$ cat src/hdl/cpu_pkg.sv
// mini816 shared definitions
// sequencer states, opcodes, datapath selects and the long address type

package cpu_pkg;

    // ======================================================================
    // sequencer states
    // ======================================================================
    typedef enum logic [3:0] {
        S_FETCH_OPCODE,
        S_FETCH_OPRAND_L,
        S_FETCH_OPRAND_H,
        S_OP_CALC,
        S_PUSH_H,
        S_PUSH_L,
        S_PULL_L,
        S_PULL_H,
        S_FETCH_BANK,
        S_MV_READ,
        S_MV_WRITE,
        S_DEC_A,
        S_MV_LOOP,
        S_HALT
    } state_e;

    // ======================================================================
    // opcodes
    // ======================================================================
    localparam logic [7:0] OP_LDA_IMM = 8'hA9;
    localparam logic [7:0] OP_LDX_IMM = 8'hA2;
    localparam logic [7:0] OP_LDY_IMM = 8'hA0;
    localparam logic [7:0] OP_PHA     = 8'h48;
    localparam logic [7:0] OP_PHX     = 8'hDA;
    localparam logic [7:0] OP_PHY     = 8'h5A;
    localparam logic [7:0] OP_PLA     = 8'h68;
    localparam logic [7:0] OP_PLX     = 8'hFA;
    localparam logic [7:0] OP_PLY     = 8'h7A;
    localparam logic [7:0] OP_MVN     = 8'h54;
    localparam logic [7:0] OP_MVP     = 8'h44;
    localparam logic [7:0] OP_STP     = 8'hDB;

    // ======================================================================
    // datapath selects
    // ======================================================================
    typedef enum logic [2:0] {AA_A, AA_X, AA_Y, AA_SP, AA_PC, AA_0} alu_a_sel_e;
    typedef enum logic [1:0] {AB_RD, AB_1, AB_2, AB_ADDR} alu_b_sel_e;
    typedef enum logic {ACTL_ADD, ACTL_SUB} alu_ctl_e;
    typedef enum logic [2:0] {MA_PC, MA_SP, MA_SP_1, MA_X, MA_Y} mem_addr_sel_e;
    typedef enum logic [2:0] {
        MW_AL, MW_AH, MW_XL, MW_XH, MW_YL, MW_YH, MW_ADDRL
    } mem_wdata_sel_e;
    typedef enum logic [1:0] {RW_ALUY, RW_ADDR, RW_RD} reg_wdata_sel_e;
    typedef enum logic {PCW_PC_1, PCW_ALUY} pc_wdata_sel_e;

    localparam int L = 0; // byte indices
    localparam int H = 1;
    localparam int B = 2;

    // 24-bit address, seen as bytes or as bank plus offset
    typedef union packed {
        logic [2:0][7:0] bytes;
        struct packed {
            logic [7:0]  bank;
            logic [15:0] offset;
        } f;
    } long_addr_u;

endpackage

$ cat src/hdl/addr_reg.sv
`timescale 1ns/1ps
// mini816 address register
// 24-bit operand and data register, written one byte at a time

module addr_reg (
    input  logic                clk,
    input  logic                rst_n,
    input  logic [2:0]          addr_write,
    input  logic [7:0]          alu_y,
    input  logic [7:0]          mem_rdata,
    input  logic                mv_byte,
    output cpu_pkg::long_addr_u addr
);

    logic [7:0] wbyte;

    assign wbyte = mv_byte ? mem_rdata : alu_y; // raw byte during block moves

    always_ff @(posedge clk or negedge rst_n) begin
        if (!rst_n) begin
            addr <= '0;
        end else begin
            for (int i = 0; i < 3; i++) begin
                if (addr_write[i]) begin
                    addr.bytes[i] <= wbyte;
                end
            end
        end
    end

endmodule

$ cat src/hdl/alu_unit.sv
`timescale 1ns/1ps
// mini816 ALU
// selects two 16-bit operands and adds or subtracts them

module alu_unit (
    input  cpu_pkg::alu_a_sel_e alu_a_sel,
    input  cpu_pkg::alu_b_sel_e alu_b_sel,
    input  cpu_pkg::alu_ctl_e   alu_ctl,
    input  logic [15:0]         a,
    input  logic [15:0]         x,
    input  logic [15:0]         y,
    input  logic [15:0]         sp,
    input  logic [15:0]         pc,
    input  logic [15:0]         addr_off,
    input  logic [7:0]          mem_rdata,
    output logic [15:0]         alu_y
);

    logic [15:0] op_a, op_b;

    always_comb begin
        case (alu_a_sel)
            cpu_pkg::AA_A:  op_a = a;
            cpu_pkg::AA_X:  op_a = x;
            cpu_pkg::AA_Y:  op_a = y;
            cpu_pkg::AA_SP: op_a = sp;
            cpu_pkg::AA_PC: op_a = pc;
            default:        op_a = 16'h0000;
        endcase
        case (alu_b_sel)
            cpu_pkg::AB_RD: op_b = {8'h00, mem_rdata}; // zero extended
            cpu_pkg::AB_1:  op_b = 16'h0001;
            cpu_pkg::AB_2:  op_b = 16'h0002;
            default:        op_b = addr_off;
        endcase
    end

    assign alu_y = (alu_ctl == cpu_pkg::ACTL_SUB) ? op_a - op_b : op_a + op_b;

endmodule

$ cat src/hdl/cpu_sequencer.sv
`timescale 1ns/1ps
// mini816 sequencer
// state register, opcode latch and per-state decode of the control word

module cpu_sequencer (
    input  logic                    clk,
    input  logic                    rst_n,
    input  logic [7:0]              mem_rdata,
    input  logic                    a_max,
    output cpu_pkg::alu_a_sel_e     alu_a_sel,
    output cpu_pkg::alu_b_sel_e     alu_b_sel,
    output cpu_pkg::alu_ctl_e       alu_ctl,
    output cpu_pkg::reg_wdata_sel_e reg_wdata_sel,
    output cpu_pkg::pc_wdata_sel_e  pc_wdata_sel,
    output logic [1:0]              a_write,
    output logic [1:0]              x_write,
    output logic [1:0]              y_write,
    output logic                    sp_write,
    output logic                    sp_inc,
    output logic                    dbr_write,
    output logic                    pc_write,
    output logic [2:0]              addr_write,
    output logic                    mv_byte,
    output cpu_pkg::mem_addr_sel_e  mem_addr_sel,
    output cpu_pkg::mem_wdata_sel_e mem_wdata_sel,
    output logic                    mem_read,
    output logic                    mem_write,
    output logic                    halted
);

    cpu_pkg::state_e state, state_next;
    logic [7:0] opcode;
    logic       run;     // low for the first cycle out of reset
    logic [1:0] tgt;     // 0 a, 1 x, 2 y
    logic [1:0] wr_mask; // byte mask for the target register
    logic       mv_dec;

    // ======================================================================
    // state and opcode registers
    // ======================================================================
    always_ff @(posedge clk or negedge rst_n) begin
        if (!rst_n) begin
            state  <= cpu_pkg::S_FETCH_OPCODE;
            opcode <= 8'h00;
            run    <= 1'b0;
        end else begin
            run   <= 1'b1;
            state <= state_next;
            if (run && (state == cpu_pkg::S_FETCH_OPCODE)) begin
                opcode <= mem_rdata;
            end
        end
    end

    always_comb begin
        case (opcode)
            cpu_pkg::OP_LDX_IMM, cpu_pkg::OP_PHX, cpu_pkg::OP_PLX: tgt = 2'd1;
            cpu_pkg::OP_LDY_IMM, cpu_pkg::OP_PHY, cpu_pkg::OP_PLY: tgt = 2'd2;
            default: tgt = 2'd0;
        endcase
    end

    assign mv_dec = (opcode == cpu_pkg::OP_MVP); // MVP walks downward
    assign halted = (state == cpu_pkg::S_HALT);

    // ======================================================================
    // control decode
    // ======================================================================
    always_comb begin
        alu_a_sel     = cpu_pkg::AA_0;
        alu_b_sel     = cpu_pkg::AB_RD;
        alu_ctl       = cpu_pkg::ACTL_ADD;
        reg_wdata_sel = cpu_pkg::RW_ALUY;
        pc_wdata_sel  = cpu_pkg::PCW_PC_1;
        mem_addr_sel  = cpu_pkg::MA_PC;
        mem_wdata_sel = cpu_pkg::MW_AL;
        mem_read      = 1'b0;
        mem_write     = 1'b0;
        a_write       = 2'b00;
        x_write       = 2'b00;
        y_write       = 2'b00;
        wr_mask       = 2'b00;
        sp_write      = 1'b0;
        sp_inc        = 1'b0;
        dbr_write     = 1'b0;
        pc_write      = 1'b0;
        addr_write    = 3'b000;
        mv_byte       = 1'b0;
        state_next    = cpu_pkg::S_FETCH_OPCODE;

        case (state)
            cpu_pkg::S_FETCH_OPCODE: begin
                if (run) begin
                    mem_read = 1'b1; // opcode at pc
                    pc_write = 1'b1;
                    case (mem_rdata)
                        cpu_pkg::OP_LDA_IMM, cpu_pkg::OP_LDX_IMM, cpu_pkg::OP_LDY_IMM:
                            state_next = cpu_pkg::S_FETCH_OPRAND_L;
                        cpu_pkg::OP_PHA, cpu_pkg::OP_PHX, cpu_pkg::OP_PHY:
                            state_next = cpu_pkg::S_PUSH_H;
                        cpu_pkg::OP_PLA, cpu_pkg::OP_PLX, cpu_pkg::OP_PLY:
                            state_next = cpu_pkg::S_PULL_L;
                        cpu_pkg::OP_MVN, cpu_pkg::OP_MVP:
                            state_next = cpu_pkg::S_FETCH_BANK;
                        cpu_pkg::OP_STP:
                            state_next = cpu_pkg::S_HALT;
                        default:
                            state_next = cpu_pkg::S_FETCH_OPCODE; // nop
                    endcase
                end
            end
            cpu_pkg::S_FETCH_OPRAND_L, cpu_pkg::S_FETCH_OPRAND_H: begin
                mem_read = 1'b1;
                pc_write = 1'b1;
                // 0 + mem byte into the address register
                if (state == cpu_pkg::S_FETCH_OPRAND_L) begin
                    addr_write[cpu_pkg::L] = 1'b1;
                    state_next = cpu_pkg::S_FETCH_OPRAND_H;
                end else begin
                    addr_write[cpu_pkg::H] = 1'b1;
                    state_next = cpu_pkg::S_OP_CALC;
                end
            end
            cpu_pkg::S_OP_CALC: begin
                reg_wdata_sel = cpu_pkg::RW_ADDR; // immediate to register
                wr_mask = 2'b11;
            end
            cpu_pkg::S_PUSH_H, cpu_pkg::S_PUSH_L: begin
                mem_addr_sel = cpu_pkg::MA_SP;
                mem_write = 1'b1;
                alu_a_sel = cpu_pkg::AA_SP; // sp - 1
                alu_b_sel = cpu_pkg::AB_1;
                alu_ctl = cpu_pkg::ACTL_SUB;
                sp_write = 1'b1;
                if (state == cpu_pkg::S_PUSH_H) begin
                    case (tgt)
                        2'd1: mem_wdata_sel = cpu_pkg::MW_XH;
                        2'd2: mem_wdata_sel = cpu_pkg::MW_YH;
                        default: mem_wdata_sel = cpu_pkg::MW_AH;
                    endcase
                    state_next = cpu_pkg::S_PUSH_L;
                end else begin
                    case (tgt)
                        2'd1: mem_wdata_sel = cpu_pkg::MW_XL;
                        2'd2: mem_wdata_sel = cpu_pkg::MW_YL;
                        default: mem_wdata_sel = cpu_pkg::MW_AL;
                    endcase
                end
            end
            cpu_pkg::S_PULL_L, cpu_pkg::S_PULL_H: begin
                mem_addr_sel = cpu_pkg::MA_SP_1;
                mem_read = 1'b1;
                sp_inc = 1'b1;
                reg_wdata_sel = cpu_pkg::RW_RD;
                if (state == cpu_pkg::S_PULL_L) begin
                    wr_mask = 2'b01;
                    state_next = cpu_pkg::S_PULL_H;
                end else begin
                    wr_mask = 2'b10;
                end
            end
            cpu_pkg::S_FETCH_BANK: begin
                mem_read = 1'b1; // dbr from the operand
                reg_wdata_sel = cpu_pkg::RW_RD;
                dbr_write = 1'b1;
                pc_write = 1'b1;
                state_next = cpu_pkg::S_MV_READ;
            end
            cpu_pkg::S_MV_READ: begin
                mem_addr_sel = cpu_pkg::MA_X;
                mem_read = 1'b1;
                addr_write[cpu_pkg::L] = 1'b1; // hold the byte in flight
                mv_byte = 1'b1;
                alu_a_sel = cpu_pkg::AA_X;
                alu_b_sel = cpu_pkg::AB_1;
                alu_ctl = mv_dec ? cpu_pkg::ACTL_SUB : cpu_pkg::ACTL_ADD;
                x_write = 2'b11;
                state_next = cpu_pkg::S_MV_WRITE;
            end
            cpu_pkg::S_MV_WRITE: begin
                mem_addr_sel = cpu_pkg::MA_Y;
                mem_wdata_sel = cpu_pkg::MW_ADDRL;
                mem_write = 1'b1;
                alu_a_sel = cpu_pkg::AA_Y;
                alu_b_sel = cpu_pkg::AB_1;
                alu_ctl = mv_dec ? cpu_pkg::ACTL_SUB : cpu_pkg::ACTL_ADD;
                y_write = 2'b11;
                state_next = cpu_pkg::S_DEC_A;
            end
            cpu_pkg::S_DEC_A: begin
                alu_a_sel = cpu_pkg::AA_A; // byte count - 1
                alu_b_sel = cpu_pkg::AB_1;
                alu_ctl = cpu_pkg::ACTL_SUB;
                a_write = 2'b11;
                state_next = cpu_pkg::S_MV_LOOP;
            end
            cpu_pkg::S_MV_LOOP: begin
                // back to the opcode unless a wrapped to ffff
                alu_a_sel = cpu_pkg::AA_PC;
                alu_b_sel = cpu_pkg::AB_2;
                alu_ctl = cpu_pkg::ACTL_SUB;
                pc_wdata_sel = cpu_pkg::PCW_ALUY;
                pc_write = !a_max;
            end
            cpu_pkg::S_HALT: begin
                state_next = cpu_pkg::S_HALT; // until reset
            end
            default: ;
        endcase

        case (tgt)
            2'd1: x_write = x_write | wr_mask;
            2'd2: y_write = y_write | wr_mask;
            default: a_write = a_write | wr_mask;
        endcase
    end

endmodule

$ cat src/hdl/mem_port.sv
`timescale 1ns/1ps
// mini816 memory port
// picks the bus address and the outgoing data byte

module mem_port (
    input  cpu_pkg::mem_addr_sel_e  mem_addr_sel,
    input  cpu_pkg::mem_wdata_sel_e mem_wdata_sel,
    input  logic [15:0]             pc,
    input  logic [15:0]             sp,
    input  logic [15:0]             x,
    input  logic [15:0]             y,
    input  logic [7:0]              dbr,
    input  logic [15:0]             a,
    input  cpu_pkg::long_addr_u     addr,
    output cpu_pkg::long_addr_u     mem_addr,
    output logic [7:0]              mem_wdata
);

    logic [15:0] sp_1;

    assign sp_1 = sp + 16'd1; // pulls read above sp

    always_comb begin
        mem_addr.f.bank = 8'h00; // code and stack live in bank 0
        case (mem_addr_sel)
            cpu_pkg::MA_SP:   mem_addr.f.offset = sp;
            cpu_pkg::MA_SP_1: mem_addr.f.offset = sp_1;
            cpu_pkg::MA_X: begin
                mem_addr.f.bank   = dbr;
                mem_addr.f.offset = x;
            end
            cpu_pkg::MA_Y: begin
                mem_addr.f.bank   = dbr;
                mem_addr.f.offset = y;
            end
            default:          mem_addr.f.offset = pc;
        endcase
    end

    always_comb begin
        case (mem_wdata_sel)
            cpu_pkg::MW_AH: mem_wdata = a[15:8];
            cpu_pkg::MW_XL: mem_wdata = x[7:0];
            cpu_pkg::MW_XH: mem_wdata = x[15:8];
            cpu_pkg::MW_YL: mem_wdata = y[7:0];
            cpu_pkg::MW_YH: mem_wdata = y[15:8];
            cpu_pkg::MW_ADDRL: mem_wdata = addr.bytes[cpu_pkg::L];
            default:        mem_wdata = a[7:0];
        endcase
    end

endmodule

$ cat src/hdl/mini816_top.sv
`timescale 1ns/1ps
// mini816 core top level
// connects the sequencer to the ALU, registers, address register and memory port

module mini816_top #(
    parameter logic [15:0] RESET_PC = 16'h0200,
    parameter logic [15:0] SP_RESET = 16'h01FF
) (
    input  logic                clk,
    input  logic                rst_n,
    input  logic [7:0]          mem_rdata,
    output cpu_pkg::long_addr_u mem_addr,
    output logic [7:0]          mem_wdata,
    output logic                mem_read,
    output logic                mem_write,
    output logic                halted
);

    cpu_pkg::alu_a_sel_e     alu_a_sel;
    cpu_pkg::alu_b_sel_e     alu_b_sel;
    cpu_pkg::alu_ctl_e       alu_ctl;
    cpu_pkg::reg_wdata_sel_e reg_wdata_sel;
    cpu_pkg::pc_wdata_sel_e  pc_wdata_sel;
    cpu_pkg::mem_addr_sel_e  mem_addr_sel;
    cpu_pkg::mem_wdata_sel_e mem_wdata_sel;
    cpu_pkg::long_addr_u     addr;

    logic [1:0]  a_write, x_write, y_write;
    logic        sp_write, sp_inc, dbr_write, pc_write;
    logic [2:0]  addr_write;
    logic        mv_byte, a_max;
    logic [15:0] alu_y, a, x, y, sp, pc;
    logic [7:0]  dbr;

    cpu_sequencer u_seq (
        .clk, .rst_n, .mem_rdata, .a_max,
        .alu_a_sel, .alu_b_sel, .alu_ctl, .reg_wdata_sel, .pc_wdata_sel,
        .a_write, .x_write, .y_write, .sp_write, .sp_inc, .dbr_write, .pc_write,
        .addr_write, .mv_byte, .mem_addr_sel, .mem_wdata_sel,
        .mem_read, .mem_write, .halted
    );

    alu_unit u_alu (
        .alu_a_sel, .alu_b_sel, .alu_ctl, .a, .x, .y, .sp, .pc,
        .addr_off (addr.f.offset),
        .mem_rdata, .alu_y
    );

    reg_file #(
        .RESET_PC (RESET_PC),
        .SP_RESET (SP_RESET)
    ) u_regs (
        .clk, .rst_n, .a_write, .x_write, .y_write, .sp_write, .sp_inc,
        .dbr_write, .pc_write, .reg_wdata_sel, .pc_wdata_sel, .alu_y,
        .addr_off (addr.f.offset),
        .mem_rdata, .a, .x, .y, .sp, .dbr, .pc, .a_max
    );

    addr_reg u_addr (
        .clk, .rst_n, .addr_write,
        .alu_y (alu_y[7:0]), // only the low byte is ever written
        .mem_rdata, .mv_byte, .addr
    );

    mem_port u_mport (
        .mem_addr_sel, .mem_wdata_sel, .pc, .sp, .x, .y, .dbr, .a, .addr,
        .mem_addr, .mem_wdata
    );

endmodule

$ cat src/hdl/reg_file.sv
`timescale 1ns/1ps
// mini816 register file
// A, X, Y with byte writes, plus SP, DBR and PC with their incrementers

module reg_file #(
    parameter logic [15:0] RESET_PC = 16'h0200,
    parameter logic [15:0] SP_RESET = 16'h01FF
) (
    input  logic                    clk,
    input  logic                    rst_n,
    input  logic [1:0]              a_write,
    input  logic [1:0]              x_write,
    input  logic [1:0]              y_write,
    input  logic                    sp_write,
    input  logic                    sp_inc,
    input  logic                    dbr_write,
    input  logic                    pc_write,
    input  cpu_pkg::reg_wdata_sel_e reg_wdata_sel,
    input  cpu_pkg::pc_wdata_sel_e  pc_wdata_sel,
    input  logic [15:0]             alu_y,
    input  logic [15:0]             addr_off,
    input  logic [7:0]              mem_rdata,
    output logic [15:0]             a,
    output logic [15:0]             x,
    output logic [15:0]             y,
    output logic [15:0]             sp,
    output logic [7:0]              dbr,
    output logic [15:0]             pc,
    output logic                    a_max
);

    logic [15:0] reg_wdata;
    logic [15:0] gpr [3];    // a, x, y
    logic [1:0]  gpr_we [3];

    always_comb begin
        case (reg_wdata_sel)
            cpu_pkg::RW_ALUY: reg_wdata = alu_y;
            cpu_pkg::RW_ADDR: reg_wdata = addr_off;
            default:          reg_wdata = {mem_rdata, mem_rdata}; // same byte both halves
        endcase
    end

    assign gpr_we[0] = a_write;
    assign gpr_we[1] = x_write;
    assign gpr_we[2] = y_write;

    always_ff @(posedge clk or negedge rst_n) begin
        if (!rst_n) begin
            for (int i = 0; i < 3; i++) begin
                gpr[i] <= 16'h0000;
            end
            sp  <= SP_RESET;
            dbr <= 8'h00;
            pc  <= RESET_PC;
        end else begin
            for (int i = 0; i < 3; i++) begin
                for (int j = 0; j < 2; j++) begin
                    if (gpr_we[i][j]) begin
                        gpr[i][j*8 +: 8] <= reg_wdata[j*8 +: 8];
                    end
                end
            end
            if (sp_write) begin
                sp <= reg_wdata;
            end else if (sp_inc) begin
                sp <= sp + 16'd1; // pull side
            end
            if (dbr_write) begin
                dbr <= reg_wdata[7:0];
            end
            if (pc_write) begin
                pc <= (pc_wdata_sel == cpu_pkg::PCW_ALUY) ? alu_y : pc + 16'd1;
            end
        end
    end

    assign a = gpr[0];
    assign x = gpr[1];
    assign y = gpr[2];
    assign a_max = (gpr[0] == 16'hFFFF); // block move done

endmodule

$ cat config.mk
export PLATFORM = sky130hd
export DESIGN_NAME = mini816_top
export DESIGN_NICKNAME = d
export VERILOG_FILES = /design/src/hdl/cpu_pkg.sv /design/src/hdl/addr_reg.sv /design/src/hdl/alu_unit.sv /design/src/hdl/cpu_sequencer.sv /design/src/hdl/mem_port.sv /design/src/hdl/mini816_top.sv /design/src/hdl/reg_file.sv
export SDC_FILE = /design/constraint.sdc
export NUM_CORES = 1
export LEC_CHECK = 0
export BUFFER_PORTS_ARGS = -buffer_cell sky130_fd_sc_hd__buf_2
export CORE_MARGIN = 4
export CORE_UTILIZATION = 55
export CTS_CLUSTER_DIAMETER = 50
export DETAILED_ROUTE_END_ITERATION = 7
export GPL_TIMING_DRIVEN = 0
export PLACE_DENSITY = 0.74
export SLEW_MARGIN = 20
export SYNTH_ARGS = -nofsm -noshare
export SYNTH_HDL_FRONTEND = slang
export SYNTH_SLANG_ARGS = --single-unit
export TNS_END_PERCENT = 20
$ cat constraint.sdc
create_clock -name clk -period 7.8 [get_ports clk]
set_clock_uncertainty 0.05 [all_clocks]
set_input_delay 0.78 -clock clk [delete_from_list [all_inputs] [get_ports clk]]
set_output_delay 0.78 -clock clk [all_outputs]
set_load 0.01 [all_outputs]
==> flow_summary.html, run 1 <==
<table>
<tr><th>Metric</th><th>Value</th></tr>
<tr><th colspan="2">Run status</th></tr>
<tr><td>Run status</td><td>complete, no violations</td></tr>
<tr><th colspan="2">STA</th></tr>
<tr><td>Achievable Freq</td><td>163 MHz</td></tr>
<tr><td>Final total negative setup slack</td><td>0 ps</td></tr>
<tr><td>Final Hold Violating Endpoints</td><td>0</td></tr>
<tr><td>Final period util</td><td>78.7%</td></tr>
<tr><td>Worst slew pin tran</td><td>1120 ps</td></tr>
<tr><td>Minimum clock period after layout</td><td>6140 ps</td></tr>
<tr><td>Number of setup violations in the final report</td><td>0</td></tr>
<tr><td>Slew headroom</td><td>25.1%</td></tr>
<tr><td>Setup repair after global routing missed its margin</td><td>false</td></tr>
<tr><td>Number of pins with negative max-slew slack in the final report</td><td>0</td></tr>
<tr><th colspan="2">Yosys</th></tr>
<tr><td>Mean post-synth cell area</td><td>7.98 µm²</td></tr>
<tr><td>Yosys cell types</td><td>76</td></tr>
<tr><td>Proportion of netlist area held by the largest area contributor</td><td>31.3%</td></tr>
<tr><td>Prevailing post-synth register cell</td><td>dfrtp_1</td></tr>
<tr><td>Number of enable flip-flop cells after synthesis</td><td>0</td></tr>
<tr><td>Most instantiated cells after synthesis</td><td>nand2_1, nor2_1, dfrtp_1</td></tr>
<tr><td>Number of storage elements in the synthesis netlist</td><td>117</td></tr>
<tr><td>Top-count cell post-synth</td><td>nand2_1</td></tr>
<tr><td>Main area contributors after synthesis</td><td>dfrtp_1, nand2_1, a21oi_1</td></tr>
<tr><td>Number of warning messages in the yosys log</td><td>0</td></tr>
<tr><td>Post-synthesis instance area</td><td>0.00855 mm²</td></tr>
<tr><td>Count of mapped cells out of synthesis</td><td>1071</td></tr>
<tr><td>Largest area contributor in the synthesized netlist</td><td>dfrtp_1</td></tr>
<tr><td>Asr flop ratio synth</td><td>100%</td></tr>
<tr><td>Post-synth net total</td><td>1103</td></tr>
<tr><td>Portion of the post-synthesis area used by sequential elements</td><td>34.4%</td></tr>
<tr><th colspan="2">Routing</th></tr>
<tr><td>Number of DRC markers after the initial detailed-route iteration</td><td>1341</td></tr>
<tr><td>Routed WL</td><td>31800 µm</td></tr>
<tr><td>Via count</td><td>8806</td></tr>
<tr><td>First-pass detailed-route iteration total</td><td>6</td></tr>
<tr><td>Antenna Violating Nets Remaining</td><td>0</td></tr>
<tr><td>Avg Vias per Cell</td><td>6.59</td></tr>
<tr><td>DRC</td><td>0</td></tr>
<tr><td>Post-DR wirelength/cell</td><td>23.8 µm</td></tr>
<tr><th colspan="2">Layout</th></tr>
<tr><td>Final layout net count</td><td>1167</td></tr>
<tr><td>Post-route insts no fill</td><td>1336</td></tr>
<tr><td>Fraction of layout instances using a drive strength above 1</td><td>12.9%</td></tr>
<tr><td>Total inserted antenna cells</td><td>0</td></tr>
<tr><td>Area Growth Syn to Fin</td><td>12.9%</td></tr>
<tr><td>Area of all placed cells without fillers</td><td>0.00965 mm²</td></tr>
<tr><td>Layout Utilization</td><td>63.5%</td></tr>
<tr><th colspan="2">Floorplan</th></tr>
<tr><td>Die span in x</td><td>133 µm</td></tr>
<tr><td>Chip Height</td><td>133 µm</td></tr>
<tr><td>Initial standard-cell utilization of the core</td><td>56.2%</td></tr>
<tr><td>Core area</td><td>0.0152 mm²</td></tr>
<tr><td>Number of top-level pins</td><td>45</td></tr>
<tr><td>Die area</td><td>0.0176 mm²</td></tr>
<tr><td>Std cell rows</td><td>45</td></tr>
<tr><th colspan="2">Flow run</th></tr>
<tr><td>Max-cap violations</td><td>0</td></tr>
<tr><th colspan="2">Placement</th></tr>
<tr><td>Cell count after placement</td><td>1304</td></tr>
<tr><td>Total placed instance area</td><td>0.00904 mm²</td></tr>
<tr><td>DP Wirelength</td><td>24200 µm</td></tr>
<tr><td>Port Buffers</td><td>44</td></tr>
<tr><td>Last weighted congestion value of the routability-driven placer</td><td>1.03</td></tr>
<tr><th colspan="2">Worst setup path</th></tr>
<tr><td>CP cell instances</td><td>buf_6 -&gt; clkbuf_1 -&gt; clkbuf_1 -&gt; nand3_1 -&gt; clkbuf_1 -&gt; o21ai_0 -&gt; ha_1 -&gt; nor2_1 -&gt; xor2_1 -&gt; ha_1 -&gt; a211oi_1 -&gt; o21ai_0 -&gt; a41oi_1 -&gt; xor2_1 -&gt; a211oi_1 -&gt; a211oi_1 -&gt; a21oi_1</td></tr>
<tr><td>Element type at the critical path end</td><td>flip-flop</td></tr>
<tr><td>Maximum fanout encountered on the critical timing path</td><td>10</td></tr>
<tr><td>Critical Path Max Stage Delay</td><td>720 ps</td></tr>
<tr><td>Critical path startpoint category</td><td>flip-flop</td></tr>
<tr><td>Arrival time of the worst setup path</td><td>6370 ps</td></tr>
<tr><td>Crit Path Class</td><td>reg2reg</td></tr>
<tr><td>Required arrival time at the worst endpoint</td><td>8030 ps</td></tr>
<tr><td>Cell type of the slowest stage on the worst timing path</td><td>xor2_1</td></tr>
<tr><th colspan="2">Power and ir drop</th></tr>
<tr><td>P per Cell Area</td><td>411 mW/mm²</td></tr>
<tr><td>PnR Total Power</td><td>3960 µW</td></tr>
<tr><td>Leakage</td><td>0.00416 µW</td></tr>
<tr><td>Max IR drop VDD</td><td>0.204 mV</td></tr>
<tr><th colspan="2">Clocking</th></tr>
<tr><td>Number of clock buffers inserted by TritonCTS</td><td>17</td></tr>
<tr><td>CTS HTree Levels</td><td>4</td></tr>
<tr><td>Post-CTS Repair Setup Buffers</td><td>0</td></tr>
<tr><td>CTS tree</td><td>built</td></tr>
<tr><td>Total of hold buffers inserted after clock tree synthesis</td><td>0</td></tr>
<tr><td>Insertion delay of the later-clocked pin in the worst-skew pair</td><td>430 ps</td></tr>
<tr><td>TritonCTS Sinks</td><td>117</td></tr>
<tr><td>Longest Clk Path Bufs</td><td>2</td></tr>
<tr><td>Clock transition time at the flip-flop clock pins of the worst setup and hold paths</td><td>60 ps</td></tr>
<tr><td>Root buffer selected by CTS</td><td>clkbuf_16</td></tr>
<tr><td>Number of cells upsized or downsized after cts</td><td>0</td></tr>
<tr><th colspan="2">GRT</th></tr>
<tr><td>Final global-route overflow total</td><td>0</td></tr>
<tr><td>Global-route wire length before repair</td><td>48600 µm</td></tr>
<tr><td>Global router's overall resource usage</td><td>36.1%</td></tr>
<tr><td>Pin count of the biggest net entering global routing</td><td>69</td></tr>
<tr><td>Initial antenna violation count</td><td>0</td></tr>
<tr><td>Vias in the first global route</td><td>8120</td></tr>
<tr><th colspan="2">Min path</th></tr>
<tr><td>Path class of the lowest-slack min-delay path</td><td>in2async</td></tr>
</table>
## metal layers
metal / vias up / global-route usage [%] / part of all wire [%]
li1: 3999 / - / -
met1: 4156 / 50.2 / 40
met2: 529 / 51.9 / 42
met3: 122 / 8.21 / 12
met4: 0 / 20.5 / 6.8
met5: - / 0 / 0
## report_power, final
| group | internal (µW) | switching [µW] |
|---|---|---|
| Combinational | 661 | 1260 |
| Clock | 505 | 321 |
| Sequential | 887 | 330 |
| Total | 2050 | 1910 |
## path summary, 6_finish.rpt
path,startpoint,end,slack [ps],cells past startpoint
worst max-delay path,u_seq.state[2]$_DFF_PN0_,u_regs.a[10]$_DFFE_PN0P_,1660,17
worst min-delay path,rst_n,u_regs.y[4]$_DFFE_PN0P_,300,1
worst max register to register,u_seq.state[2]$_DFF_PN0_,u_regs.a[10]$_DFFE_PN0P_,1660,17
worst min register to register,u_regs.sp[8]$_DFFE_PN1P_,u_regs.sp[8]$_DFFE_PN1P_,440,2
max in group asynchronous,rst_n,u_seq.state[1]$_DFF_PN0_,6710,2
min in group clk,u_regs.sp[8]$_DFFE_PN1P_,u_regs.sp[8]$_DFFE_PN1P_,440,2
## layout by cell type (no fill, tap or decap), types with 11 or more instances in the layout
cell and n:
a211oi_1 14, nor2b_1 12, a21o_1 11, clkbuf_1 57
o21a_1 11, a22oi_1 20, ha_1 21, dfrtp_1 107
buf_2 49, mux2_2 26, a31oi_1 20, nand2_1 140
inv_1 27, nand2b_1 11, xnor2_1 15, o21ai_0 95
clkbuf_16 17, nand3_1 43, nor3_1 16, mux2i_1 26
nor2_1 112, xor2_1 15, a21oi_1 98, a22o_1 23
a221oi_1 14
## cells by family (layout without fill, tap and decap cells)
kind of cell,after synthesis,after routing,share of synthesized area (%)
other,1,1,0.0439
flip-flops,117,117,34.4
AND/OR/NAND/NOR,391,391,20.9
XOR/XNOR,31,31,3.26
AO/OA/AOI/OAI,356,356,26.5
adder cells (fa/ha/maj),23,23,3.43
buffers and inverters,100,177,5.01
multiplexers,52,52,6.47
## critical path: cells and delay by family (launching register included)
kind	cells	cell delay, ps
flops	1	350
buf+inv	4	1340
simple gates	2	520
fa+ha+maj	2	730
compound gates	7	1960
xor+xnor	2	1030
## metrics by stage
stage / worst slack [ps] / hold WS, ps
floorplan: 3900 / 399
global placement: 2080 / 416
detailed placement: 2030 / 431
CTS: 1990 / 342
global route: 1450 / 360
finish: 1660 / 298
## area by class of cell
type / count / area, µm²
inverters: 27 / 101
multi-input cells: 854 / 5180
flip-flops and latches: 117 / 2940
well taps: 188 / 235
plain buffers: 73 / 327
clock buffers: 18 / 429
clock inverters: 14 / 178
repair buffers: 45 / 254
fillers: 1357 / 5550
No activity file was read; power rests on OpenSTA's default activity.
==> run 2, diff against run 1 <==
==> constraint.sdc (replaced) <==
create_clock -name clk -period 6.2 [get_ports clk]
set_clock_uncertainty 0.05 [all_clocks]
set_input_delay 0.62 -clock clk [delete_from_list [all_inputs] [get_ports clk]]
set_output_delay 0.62 -clock clk [all_outputs]
set_load 0.01 [all_outputs]
==> flow_summary.html, run 2 (synthesis results as in run 1) <==
<table>
<tr><th>Metric</th><th>Value</th></tr>
<tr><th colspan="2">Clocking</th></tr>
<tr><td>Number of cells upsized or downsized after cts</td><td>0 (unchanged)</td></tr>
<tr><td>TritonCTS Sinks</td><td>117 (unchanged)</td></tr>
<tr><td>Root buffer selected by CTS</td><td>clkbuf_16 (unchanged)</td></tr>
<tr><td>Number of clock buffers inserted by TritonCTS</td><td>17 (unchanged)</td></tr>
<tr><td>Post-CTS Repair Setup Buffers</td><td>0 (unchanged)</td></tr>
<tr><td>Longest Clk Path Bufs</td><td>2 (unchanged)</td></tr>
<tr><td>CTS tree</td><td>built (unchanged)</td></tr>
<tr><td>CTS HTree Levels</td><td>4 (unchanged)</td></tr>
<tr><td>Total of hold buffers inserted after clock tree synthesis</td><td>0 (unchanged)</td></tr>
<tr><td>Insertion delay of the later-clocked pin in the worst-skew pair</td><td>430 ps (about the same)</td></tr>
<tr><td>Clock transition time at the flip-flop clock pins of the worst setup and hold paths</td><td>60 ps (about the same)</td></tr>
<tr><th colspan="2">Power and ir drop</th></tr>
<tr><td>P per Cell Area</td><td>516 mW/mm² (was 411 mW/mm²)</td></tr>
<tr><td>Net load switching power</td><td>2400 µW (was 1910 µW)</td></tr>
<tr><td>P_int</td><td>2590 µW (was 2050 µW)</td></tr>
<tr><td>Leakage</td><td>0.00416 µW (about the same)</td></tr>
<tr><td>Fraction of power consumed by sequential logic</td><td>30.7% (about the same)</td></tr>
<tr><td>Max IR drop VDD</td><td>0.263 mV (was 0.204 mV)</td></tr>
<tr><td>Net switching fraction of the power</td><td>48.2% (about the same)</td></tr>
<tr><td>Clock network fraction of design power</td><td>20.7% (was 20.9%)</td></tr>
<tr><td>Combinational share of power</td><td>48.6% (was 48.4%)</td></tr>
<tr><th colspan="2">STA</th></tr>
<tr><td>Crit path setup slack, layout</td><td>357 ps (was 1660 ps)</td></tr>
<tr><td>Final total negative setup slack</td><td>0 ps (unchanged)</td></tr>
<tr><td>Slew headroom</td><td>27.4% (was 25.1%)</td></tr>
<tr><td>Achievable Freq</td><td>171 MHz (was 163 MHz)</td></tr>
<tr><td>Number of setup violations in the final report</td><td>0 (unchanged)</td></tr>
<tr><td>Number of pins with negative max-slew slack in the final report</td><td>0 (unchanged)</td></tr>
<tr><td>Final period util</td><td>94.2% (was 78.7%)</td></tr>
<tr><td>Minimum clock period after layout</td><td>5840 ps (was 6140 ps)</td></tr>
<tr><td>Worst slew pin tran</td><td>1090 ps (was 1120 ps)</td></tr>
<tr><td>Final Hold Violating Endpoints</td><td>0 (unchanged)</td></tr>
<tr><th colspan="2">Worst setup path</th></tr>
<tr><td>Element type at the critical path end</td><td>flip-flop (unchanged)</td></tr>
<tr><td>Critical Path Max Stage Delay</td><td>540 ps (was 720 ps)</td></tr>
<tr><td>Kind of cell adding the most delay to the critical path</td><td>compound AO/OA/AOI/OAI gates (unchanged)</td></tr>
<tr><td>Arrival time of the worst setup path</td><td>6070 ps (was 6370 ps)</td></tr>
<tr><td>Cell type of the slowest stage on the worst timing path</td><td>a211oi_1 (was xor2_1)</td></tr>
<tr><td>Reg-to-Reg Start</td><td>u_seq.state[2]$_DFF_PN0_ (unchanged)</td></tr>
<tr><td>Worst flop-to-flop path endpoint</td><td>u_regs.x[10]$_DFFE_PN0P_ (was u_regs.a[10]$_DFFE_PN0P_)</td></tr>
<tr><td>Critical path startpoint category</td><td>flip-flop (unchanged)</td></tr>
<tr><td>WP buf/inv</td><td>4 (unchanged)</td></tr>
<tr><td>Crit Path Class</td><td>reg2reg (unchanged)</td></tr>
<tr><td>Required arrival time at the worst endpoint</td><td>6430 ps (was 8030 ps)</td></tr>
<tr><td>Register-to-register path setup slack</td><td>360 ps (was 1660 ps)</td></tr>
<tr><td>FF-to-FF path depth</td><td>17 (unchanged)</td></tr>
<tr><td>CP cell instances</td><td>buf_6 -&gt; clkbuf_1 -&gt; clkbuf_1 -&gt; nand3_1 -&gt; clkbuf_1 -&gt; o21ai_0 -&gt; ha_1 -&gt; nor2_1 -&gt; xor2_1 -&gt; ha_1 -&gt; a211oi_1 -&gt; o21ai_0 -&gt; a41oi_1 -&gt; xor2_2 -&gt; a211oi_1 -&gt; a211oi_1 -&gt; o21ai_0 (was buf_6 -&gt; clkbuf_1 -&gt; clkbuf_1 -&gt; nand3_1 -&gt; clkbuf_1 -&gt; o21ai_0 -&gt; ha_1 -&gt; nor2_1 -&gt; xor2_1 -&gt; ha_1 -&gt; a211oi_1 -&gt; o21ai_0 -&gt; a41oi_1 -&gt; xor2_1 -&gt; a211oi_1 -&gt; a211oi_1 -&gt; a21oi_1)</td></tr>
<tr><td>Maximum fanout encountered on the critical timing path</td><td>10 (unchanged)</td></tr>
<tr><th colspan="2">Layout</th></tr>
<tr><td>Fraction of layout instances using a drive strength above 1</td><td>13.1% (was 12.9%)</td></tr>
<tr><td>Number of filler instances in the final layout</td><td>1352 (was 1357)</td></tr>
<tr><td>Post-route insts no fill</td><td>1336 (unchanged)</td></tr>
<tr><td>Commonest cells after routing, fill and taps aside</td><td>nand2_1, nor2_1, dfrtp_1, a21oi_1, o21ai_0 (unchanged)</td></tr>
<tr><td>FF/Latch Area</td><td>0.00294 mm² (unchanged)</td></tr>
<tr><td>Multi-input gate area</td><td>0.00520 mm² (was 0.00518 mm²)</td></tr>
<tr><td>Final layout net count</td><td>1167 (unchanged)</td></tr>
<tr><td>Area Growth Syn to Fin</td><td>13.0% (was 12.9%)</td></tr>
<tr><td>Most common library cell in the layout ignoring fill and taps</td><td>nand2_1 (unchanged)</td></tr>
<tr><td>Total inserted antenna cells</td><td>0 (unchanged)</td></tr>
<tr><th colspan="2">GRT</th></tr>
<tr><td>Vias in the first global route</td><td>8120 (unchanged)</td></tr>
<tr><td>Global router's overall resource usage</td><td>36.1% (unchanged)</td></tr>
<tr><td>Initial antenna violation count</td><td>0 (unchanged)</td></tr>
<tr><td>Final global-route overflow total</td><td>0 (unchanged)</td></tr>
<tr><td>Global-route wire length before repair</td><td>48600 µm (unchanged)</td></tr>
<tr><td>Pin count of the biggest net entering global routing</td><td>69 (unchanged)</td></tr>
<tr><th colspan="2">Min path</th></tr>
<tr><td>Path class of the lowest-slack min-delay path</td><td>in2async (unchanged)</td></tr>
<tr><th colspan="2">Routing</th></tr>
<tr><td>Post-DR wirelength/cell</td><td>23.8 µm (about the same)</td></tr>
<tr><td>Antenna Violating Nets Remaining</td><td>0 (unchanged)</td></tr>
<tr><td>Number of DRC markers after the initial detailed-route iteration</td><td>1373 (was 1341)</td></tr>
<tr><td>First-pass detailed-route iteration total</td><td>6 (unchanged)</td></tr>
<tr><td>Avg Vias per Cell</td><td>6.60 (was 6.59)</td></tr>
<tr><td>Routed WL</td><td>31800 µm (about the same)</td></tr>
<tr><td>Via count</td><td>8820 (was 8806)</td></tr>
<tr><td>DRC</td><td>0 (unchanged)</td></tr>
<tr><th colspan="2">Floorplan</th></tr>
<tr><td>Number of top-level pins</td><td>45 (unchanged)</td></tr>
<tr><td>Std cell rows</td><td>45 (unchanged)</td></tr>
<tr><td>Initial standard-cell utilization of the core</td><td>56.2% (unchanged)</td></tr>
<tr><td>Die span in x</td><td>133 µm (unchanged)</td></tr>
<tr><td>Chip Height</td><td>133 µm (unchanged)</td></tr>
<tr><td>Die area</td><td>0.0176 mm² (unchanged)</td></tr>
<tr><td>Core area</td><td>0.0152 mm² (unchanged)</td></tr>
<tr><th colspan="2">Flow run</th></tr>
<tr><td>Max-cap violations</td><td>0 (unchanged)</td></tr>
<tr><th colspan="2">Run status</th></tr>
<tr><td>Run status</td><td>complete, no violations (unchanged)</td></tr>
<tr><th colspan="2">Placement</th></tr>
<tr><td>DP Wirelength</td><td>24200 µm (unchanged)</td></tr>
<tr><td>Worst Setup Slack post-DPL</td><td>431 ps (was 2030 ps)</td></tr>
<tr><td>Last weighted congestion value of the routability-driven placer</td><td>1.03 (unchanged)</td></tr>
<tr><td>Port Buffers</td><td>44 (unchanged)</td></tr>
<tr><td>Cell count after placement</td><td>1304 (unchanged)</td></tr>
</table>
run 2: metrics by stage:
stage                     hold slack (ps)  power, µW  utilization, %  area [µm²]
after global routing                  200       5230            63.6        9660
after CTS                             182       4870            63.4        9640
after detailed placement              431       3840            59.4        9040
final                                 149       4990            63.6        9660
after global placement                416       3800            59.2        9000
after floorplan                       274       2930               -        8550
run 2: worst max path at each step:
stage	start	end	slack, ps	depth (start not counted)
after global routing	u_seq.state[2]$_DFF_PN0_	u_regs.y[10]$_DFFE_PN0P_	-20	17
after global placement	u_seq.state[2]$_DFF_PN0_	u_regs.sp[4]$_DFFE_PN1P_	480	17
final	u_seq.state[2]$_DFF_PN0_	u_regs.x[10]$_DFFE_PN0P_	360	17
after detailed placement	u_seq.state[2]$_DFF_PN0_	u_regs.sp[4]$_DFFE_PN1P_	430	17
after floorplan	u_seq.state[2]$_DFF_PN0_	u_regs.a[10]$_DFFE_PN0P_	2300	17
after CTS	u_seq.state[2]$_DFF_PN0_	u_regs.sp[4]$_DFFE_PN1P_	390	17
run 2: layer usage:
layer / up-vias / wire length [µm] / global-route usage, %
li1: 4001 / - / -
met1: 4126 / 12800 / 50.2
met2: 568 / 13300 / 51.9
met3: 125 / 3670 / 8.21
met4: 0 / 2130 / 20.5
met5: - / 0 / 0
run 2: final cells by class:
type,instances,area share [%]
plain buffers,73,3.38
clock buffers,18,4.44
clock inverters,14,1.84
inverters,27,1.05
multi-input cells,854,53.8
flip-flops and latches,117,30.4
well taps,188,2.43
repair buffers,45,2.63
run 2: power by group through the flow:
| stage | registers [µW] | clock network (µW) | logic [µW] |
|---|---|---|---|
| 2_1_floorplan | 1340 | 0 | 1590 |
| 3_3_place_gp | 1500 | 0 | 2290 |
| 3_5_place_dp | 1510 | 0 | 2330 |
| 4_1_cts | 1500 | 1030 | 2340 |
| 5_1_grt | 1550 | 1070 | 2610 |
| 6_report | 1530 | 1030 | 2420 |
run 2: worst reg2reg max path: stages, from the launching register on:
cell	delay [ps]
dfrtp_1	350
buf_6	150
clkbuf_1	380
clkbuf_1	450
nand3_1	410
clkbuf_1	370
o21ai_0	270
ha_1	370
nor2_1	110
xor2_1	300
ha_1	350
a211oi_1	330
o21ai_0	230
a41oi_1	360
xor2_2	440
a211oi_1	80
a211oi_1	540
o21ai_0	150
==> run 3, diff against run 2 <==
--- a/config.mk
+++ b/config.mk
@@ -11,9 +11,10 @@
 export CTS_CLUSTER_DIAMETER = 50
 export DETAILED_ROUTE_END_ITERATION = 7
 export GPL_TIMING_DRIVEN = 0
-export PLACE_DENSITY = 0.74
+export PLACE_DENSITY = 0.73
 export SLEW_MARGIN = 20
 export SYNTH_ARGS = -nofsm -noshare
 export SYNTH_HDL_FRONTEND = slang
+export SYNTH_HIERARCHICAL = 1
 export SYNTH_SLANG_ARGS = --single-unit
 export TNS_END_PERCENT = 20
==> flow_summary.html, run 3 <==
<table>
<tr><th>Metric</th><th>Value</th></tr>
<tr><th colspan="2">Run status</th></tr>
<tr><td>Run status</td><td>complete, no violations (unchanged)</td></tr>
<tr><th colspan="2">Yosys</th></tr>
<tr><td>Count of mapped cells out of synthesis</td><td>1132 (was 1071)</td></tr>
<tr><td>Post-synthesis instance area</td><td>0.0100 mm² (was 0.00855 mm²)</td></tr>
<tr><td>Post-synth net total</td><td>1164 (was 1103)</td></tr>
<tr><td>Number of warning messages in the yosys log</td><td>6 (was 0)</td></tr>
<tr><td>Mean post-synth cell area</td><td>8.87 µm² (was 7.98 µm²)</td></tr>
<tr><th colspan="2">Routing</th></tr>
<tr><td>Avg Vias per Cell</td><td>6.65 (was 6.60)</td></tr>
<tr><td>Number of DRC markers after the initial detailed-route iteration</td><td>990 (was 1373)</td></tr>
<tr><td>Post-DR wirelength/cell</td><td>23.4 µm (was 23.8 µm)</td></tr>
<tr><td>DRC</td><td>0 (unchanged)</td></tr>
<tr><td>Via count</td><td>9565 (was 8820)</td></tr>
<tr><td>Antenna Violating Nets Remaining</td><td>0 (unchanged)</td></tr>
<tr><td>First-pass detailed-route iteration total</td><td>6 (unchanged)</td></tr>
<tr><td>Routed WL</td><td>33700 µm (was 31800 µm)</td></tr>
<tr><th colspan="2">Floorplan</th></tr>
<tr><td>Std cell rows</td><td>49 (was 45)</td></tr>
<tr><td>Number of top-level pins</td><td>45 (unchanged)</td></tr>
<tr><td>Die span in x</td><td>143 µm (was 133 µm)</td></tr>
<tr><td>Core area</td><td>0.0180 mm² (was 0.0152 mm²)</td></tr>
<tr><td>Initial standard-cell utilization of the core</td><td>55.9% (was 56.2%)</td></tr>
<tr><td>Die area</td><td>0.0205 mm² (was 0.0176 mm²)</td></tr>
<tr><td>Chip Height</td><td>143 µm (was 133 µm)</td></tr>
<tr><th colspan="2">STA</th></tr>
<tr><td>Final Hold Violating Endpoints</td><td>0 (unchanged)</td></tr>
<tr><td>Achievable Freq</td><td>168 MHz (was 171 MHz)</td></tr>
<tr><td>Setup repair after global routing missed its margin</td><td>false</td></tr>
<tr><td>Minimum clock period after layout</td><td>5940 ps (was 5840 ps)</td></tr>
<tr><td>Worst slew pin tran</td><td>884 ps (was 1090 ps)</td></tr>
<tr><td>Number of pins with negative max-slew slack in the final report</td><td>0 (unchanged)</td></tr>
<tr><td>Final total negative setup slack</td><td>0 ps (unchanged)</td></tr>
<tr><td>Crit path setup slack, layout</td><td>257 ps (was 357 ps)</td></tr>
<tr><td>Final period util</td><td>95.9% (was 94.2%)</td></tr>
<tr><td>Number of setup violations in the final report</td><td>0 (unchanged)</td></tr>
<tr><td>Slew headroom</td><td>40.9% (was 27.4%)</td></tr>
<tr><th colspan="2">Worst setup path</th></tr>
<tr><td>Critical Path Max Stage Delay</td><td>540 ps (about the same)</td></tr>
<tr><td>FF-to-FF path depth</td><td>21 (was 17)</td></tr>
<tr><td>CP cell instances</td><td>buf_6 -&gt; nand2b_1 -&gt; nor2_1 -&gt; a21oi_1 -&gt; inv_1 -&gt; buf_2 -&gt; nand2b_1 -&gt; a21oi_1 -&gt; ha_1 -&gt; o211a_1 -&gt; nand3_2 -&gt; or4_4 -&gt; a311o_1 -&gt; ha_1 -&gt; or4_1 -&gt; a31o_1 -&gt; a21oi_2 -&gt; xnor2_1 -&gt; mux2_4 -&gt; mux2_2 -&gt; mux2_2 (was buf_6 -&gt; clkbuf_1 -&gt; clkbuf_1 -&gt; nand3_1 -&gt; clkbuf_1 -&gt; o21ai_0 -&gt; ha_1 -&gt; nor2_1 -&gt; xor2_1 -&gt; ha_1 -&gt; a211oi_1 -&gt; o21ai_0 -&gt; a41oi_1 -&gt; xor2_2 -&gt; a211oi_1 -&gt; a211oi_1 -&gt; o21ai_0)</td></tr>
<tr><td>Worst flop-to-flop path endpoint</td><td>u_regs/y[14]$_DFFE_PN0P_ (was u_regs.x[10]$_DFFE_PN0P_)</td></tr>
<tr><td>Maximum fanout encountered on the critical timing path</td><td>10 (unchanged)</td></tr>
<tr><td>Element type at the critical path end</td><td>flip-flop (unchanged)</td></tr>
<tr><td>Reg-to-Reg Start</td><td>u_seq/state[3]$_DFF_PN0_ (was u_seq.state[2]$_DFF_PN0_)</td></tr>
<tr><td>Crit Path Class</td><td>reg2reg (unchanged)</td></tr>
<tr><td>Kind of cell adding the most delay to the critical path</td><td>simple AND/OR/NAND/NOR gates (was compound AO/OA/AOI/OAI gates)</td></tr>
<tr><td>Register-to-register path setup slack</td><td>260 ps (was 360 ps)</td></tr>
<tr><td>Arrival time of the worst setup path</td><td>6200 ps (was 6070 ps)</td></tr>
<tr><td>Crit path from</td><td>u_seq/state[3]$_DFF_PN0_ (was u_seq.state[2]$_DFF_PN0_)</td></tr>
<tr><td>Cell type of the slowest stage on the worst timing path</td><td>or4_1 (was a211oi_1)</td></tr>
<tr><td>Required arrival time at the worst endpoint</td><td>6460 ps (was 6430 ps)</td></tr>
<tr><td>Total stage count of the critical path</td><td>21 (was 17)</td></tr>
<tr><td>CP Capture Point</td><td>u_regs/y[14]$_DFFE_PN0P_ (was u_regs.x[10]$_DFFE_PN0P_)</td></tr>
<tr><td>WP buf/inv</td><td>3 (was 4)</td></tr>
<tr><td>Critical path startpoint category</td><td>flip-flop (unchanged)</td></tr>
<tr><th colspan="2">Layout</th></tr>
<tr><td>Commonest cells after routing, fill and taps aside</td><td>dfrtp_1, nor2_1, nand2_1, a21oi_1, mux2_2 (was nand2_1, nor2_1, dfrtp_1, a21oi_1, o21ai_0)</td></tr>
<tr><td>Fraction of layout instances using a drive strength above 1</td><td>21.2% (was 13.1%)</td></tr>
<tr><td>Number of filler instances in the final layout</td><td>1567 (was 1352)</td></tr>
<tr><td>Post-route insts no fill</td><td>1438 (was 1336)</td></tr>
<tr><td>Total inserted antenna cells</td><td>0 (unchanged)</td></tr>
<tr><td>Most common library cell in the layout ignoring fill and taps</td><td>dfrtp_1 (was nand2_1)</td></tr>
<tr><td>Area of all placed cells without fillers</td><td>0.0112 mm² (was 0.00966 mm²)</td></tr>
<tr><td>Final layout net count</td><td>1228 (was 1167)</td></tr>
<tr><td>Area Growth Syn to Fin</td><td>11.1% (was 13.0%)</td></tr>
<tr><th colspan="2">Placement</th></tr>
<tr><td>DP Wirelength</td><td>25500 µm (was 24200 µm)</td></tr>
<tr><td>Cell count after placement</td><td>1406 (was 1304)</td></tr>
<tr><td>Port Buffers</td><td>44 (unchanged)</td></tr>
<tr><td>Worst Setup Slack post-DPL</td><td>322 ps (was 431 ps)</td></tr>
<tr><td>Total placed instance area</td><td>0.0106 mm² (was 0.00904 mm²)</td></tr>
<tr><td>Last weighted congestion value of the routability-driven placer</td><td>1.05 (was 1.03)</td></tr>
<tr><th colspan="2">GRT</th></tr>
<tr><td>Vias in the first global route</td><td>8951 (was 8120)</td></tr>
<tr><td>Initial antenna violation count</td><td>0 (unchanged)</td></tr>
<tr><td>Final global-route overflow total</td><td>0 (unchanged)</td></tr>
<tr><td>Pin count of the biggest net entering global routing</td><td>80 (was 69)</td></tr>
<tr><td>Global router's overall resource usage</td><td>33.1% (was 36.1%)</td></tr>
<tr><td>Global-route wire length before repair</td><td>52100 µm (was 48600 µm)</td></tr>
<tr><th colspan="2">Power and ir drop</th></tr>
<tr><td>Clock network fraction of design power</td><td>16.0% (was 20.7%)</td></tr>
<tr><td>Combinational share of power</td><td>55.6% (was 48.6%)</td></tr>
<tr><td>Max IR drop VDD</td><td>0.320 mV (was 0.263 mV)</td></tr>
<tr><td>Net load switching power</td><td>2960 µW (was 2400 µW)</td></tr>
<tr><td>Leakage</td><td>0.00467 µW (was 0.00416 µW)</td></tr>
<tr><td>P_int</td><td>3100 µW (was 2590 µW)</td></tr>
<tr><td>P per Cell Area</td><td>543 mW/mm² (was 516 mW/mm²)</td></tr>
<tr><td>Net switching fraction of the power</td><td>48.8% (was 48.2%)</td></tr>
<tr><td>Fraction of power consumed by sequential logic</td><td>28.4% (was 30.7%)</td></tr>
<tr><th colspan="2">Clocking</th></tr>
<tr><td>Number of clock buffers inserted by TritonCTS</td><td>17 (unchanged)</td></tr>
<tr><td>TritonCTS Sinks</td><td>117 (unchanged)</td></tr>
<tr><td>CTS HTree Levels</td><td>4 (unchanged)</td></tr>
<tr><td>Longest Clk Path Bufs</td><td>2 (unchanged)</td></tr>
<tr><td>Clock transition time at the flip-flop clock pins of the worst setup and hold paths</td><td>60 ps (about the same)</td></tr>
<tr><td>CTS tree</td><td>built (unchanged)</td></tr>
<tr><td>Root buffer selected by CTS</td><td>clkbuf_16 (unchanged)</td></tr>
<tr><td>Insertion delay of the later-clocked pin in the worst-skew pair</td><td>430 ps (about the same)</td></tr>
<tr><th colspan="2">Min path</th></tr>
<tr><td>Path class of the lowest-slack min-delay path</td><td>in2async (unchanged)</td></tr>
<tr><th colspan="2">Flow run</th></tr>
<tr><td>Max-cap violations</td><td>0 (unchanged)</td></tr>
</table>
## run 3: through the flow
| step | hold slack (ps) | util, % | power [µW] |
|---|---|---|---|
| CTS | 44.3 | 62.1 | 5950 |
| global route | 58.7 | 62.1 | 6390 |
| floorplan | 274 | - | 3830 |
| global placement | 433 | 58.7 | 4910 |
| finish | 39.0 | 62.1 | 6060 |
| detailed placement | 443 | 58.9 | 4970 |
## run 3: worst register-to-register path: stages (launching register included)
cell and delay, ps:
dfrtp_1 420, buf_6 160, nand2b_1 250, nor2_1 470, a21oi_1 180, inv_1 180, buf_2 250, nand2b_1 80
a21oi_1 220, ha_1 220, o211a_1 200, nand3_2 120, or4_4 510, a311o_1 380, ha_1 210, or4_1 540
a31o_1 240, a21oi_2 150, xnor2_1 120, mux2_4 280, mux2_2 320, mux2_2 280
## run 3: power groups by stage
stage	Combinational (µW)	Clock, µW	Sequential (µW)
finish	3370	968	1720
global route	3620	1020	1750
CTS	3280	976	1700
detailed placement	3260	0	1710
global placement	3210	0	1700
floorplan	2410	0	1420
## run 3: final cells by class
class / instances / area (µm²) / share of cell area (%)
Multi-Input combinational cell: 914 / 6610 / 59.3
Timing Repair Buffer: 45 / 254 / 2.28
Tap cell: 229 / 287 / 2.57
Clock buffer: 18 / 429 / 3.85
Clock inverter: 14 / 146 / 1.31
Sequential cell: 117 / 2940 / 26.4
Inverter: 24 / 90.1 / 0.808
Buffer: 77 / 395 / 3.54
## run 3: layer usage
metal / track usage, % / vias up / wire length (µm) / share of wire (%)
li1: - / 4319 / - / -
met1: 44.4 / 4577 / 13900 / 41
met2: 52.1 / 556 / 15100 / 45
met3: 5.66 / 113 / 2940 / 8.7
met4: 15.9 / 0 / 1800 / 5.3
met5: 0 / - / 0 / 0
## run 3: worst min-delay path by stage
| stage | from | to | cells past startpoint |
|---|---|---|---|
| global placement | u_regs/dbr[3]$_DFFE_PN0P_ | u_regs/dbr[3]$_DFFE_PN0P_ | 1 |
| floorplan | rst_n | u_addr/addr[0]$_DFFE_PN0P_ | 0 |
| CTS | rst_n | u_regs/dbr[3]$_DFFE_PN0P_ | 1 |
| finish | rst_n | u_regs/dbr[3]$_DFFE_PN0P_ | 1 |
| detailed placement | u_regs/dbr[5]$_DFFE_PN0P_ | u_regs/dbr[5]$_DFFE_PN0P_ | 1 |
| global route | rst_n | u_regs/dbr[3]$_DFFE_PN0P_ | 1 |
## run 3: what timing repair did
item | 4_1_cts | 5_1_grt
resized for setup | 0 | 2
setup endpoints to repair | 0 | 4
hold buffers | 0 | 0
setup buffers | 0 | 0
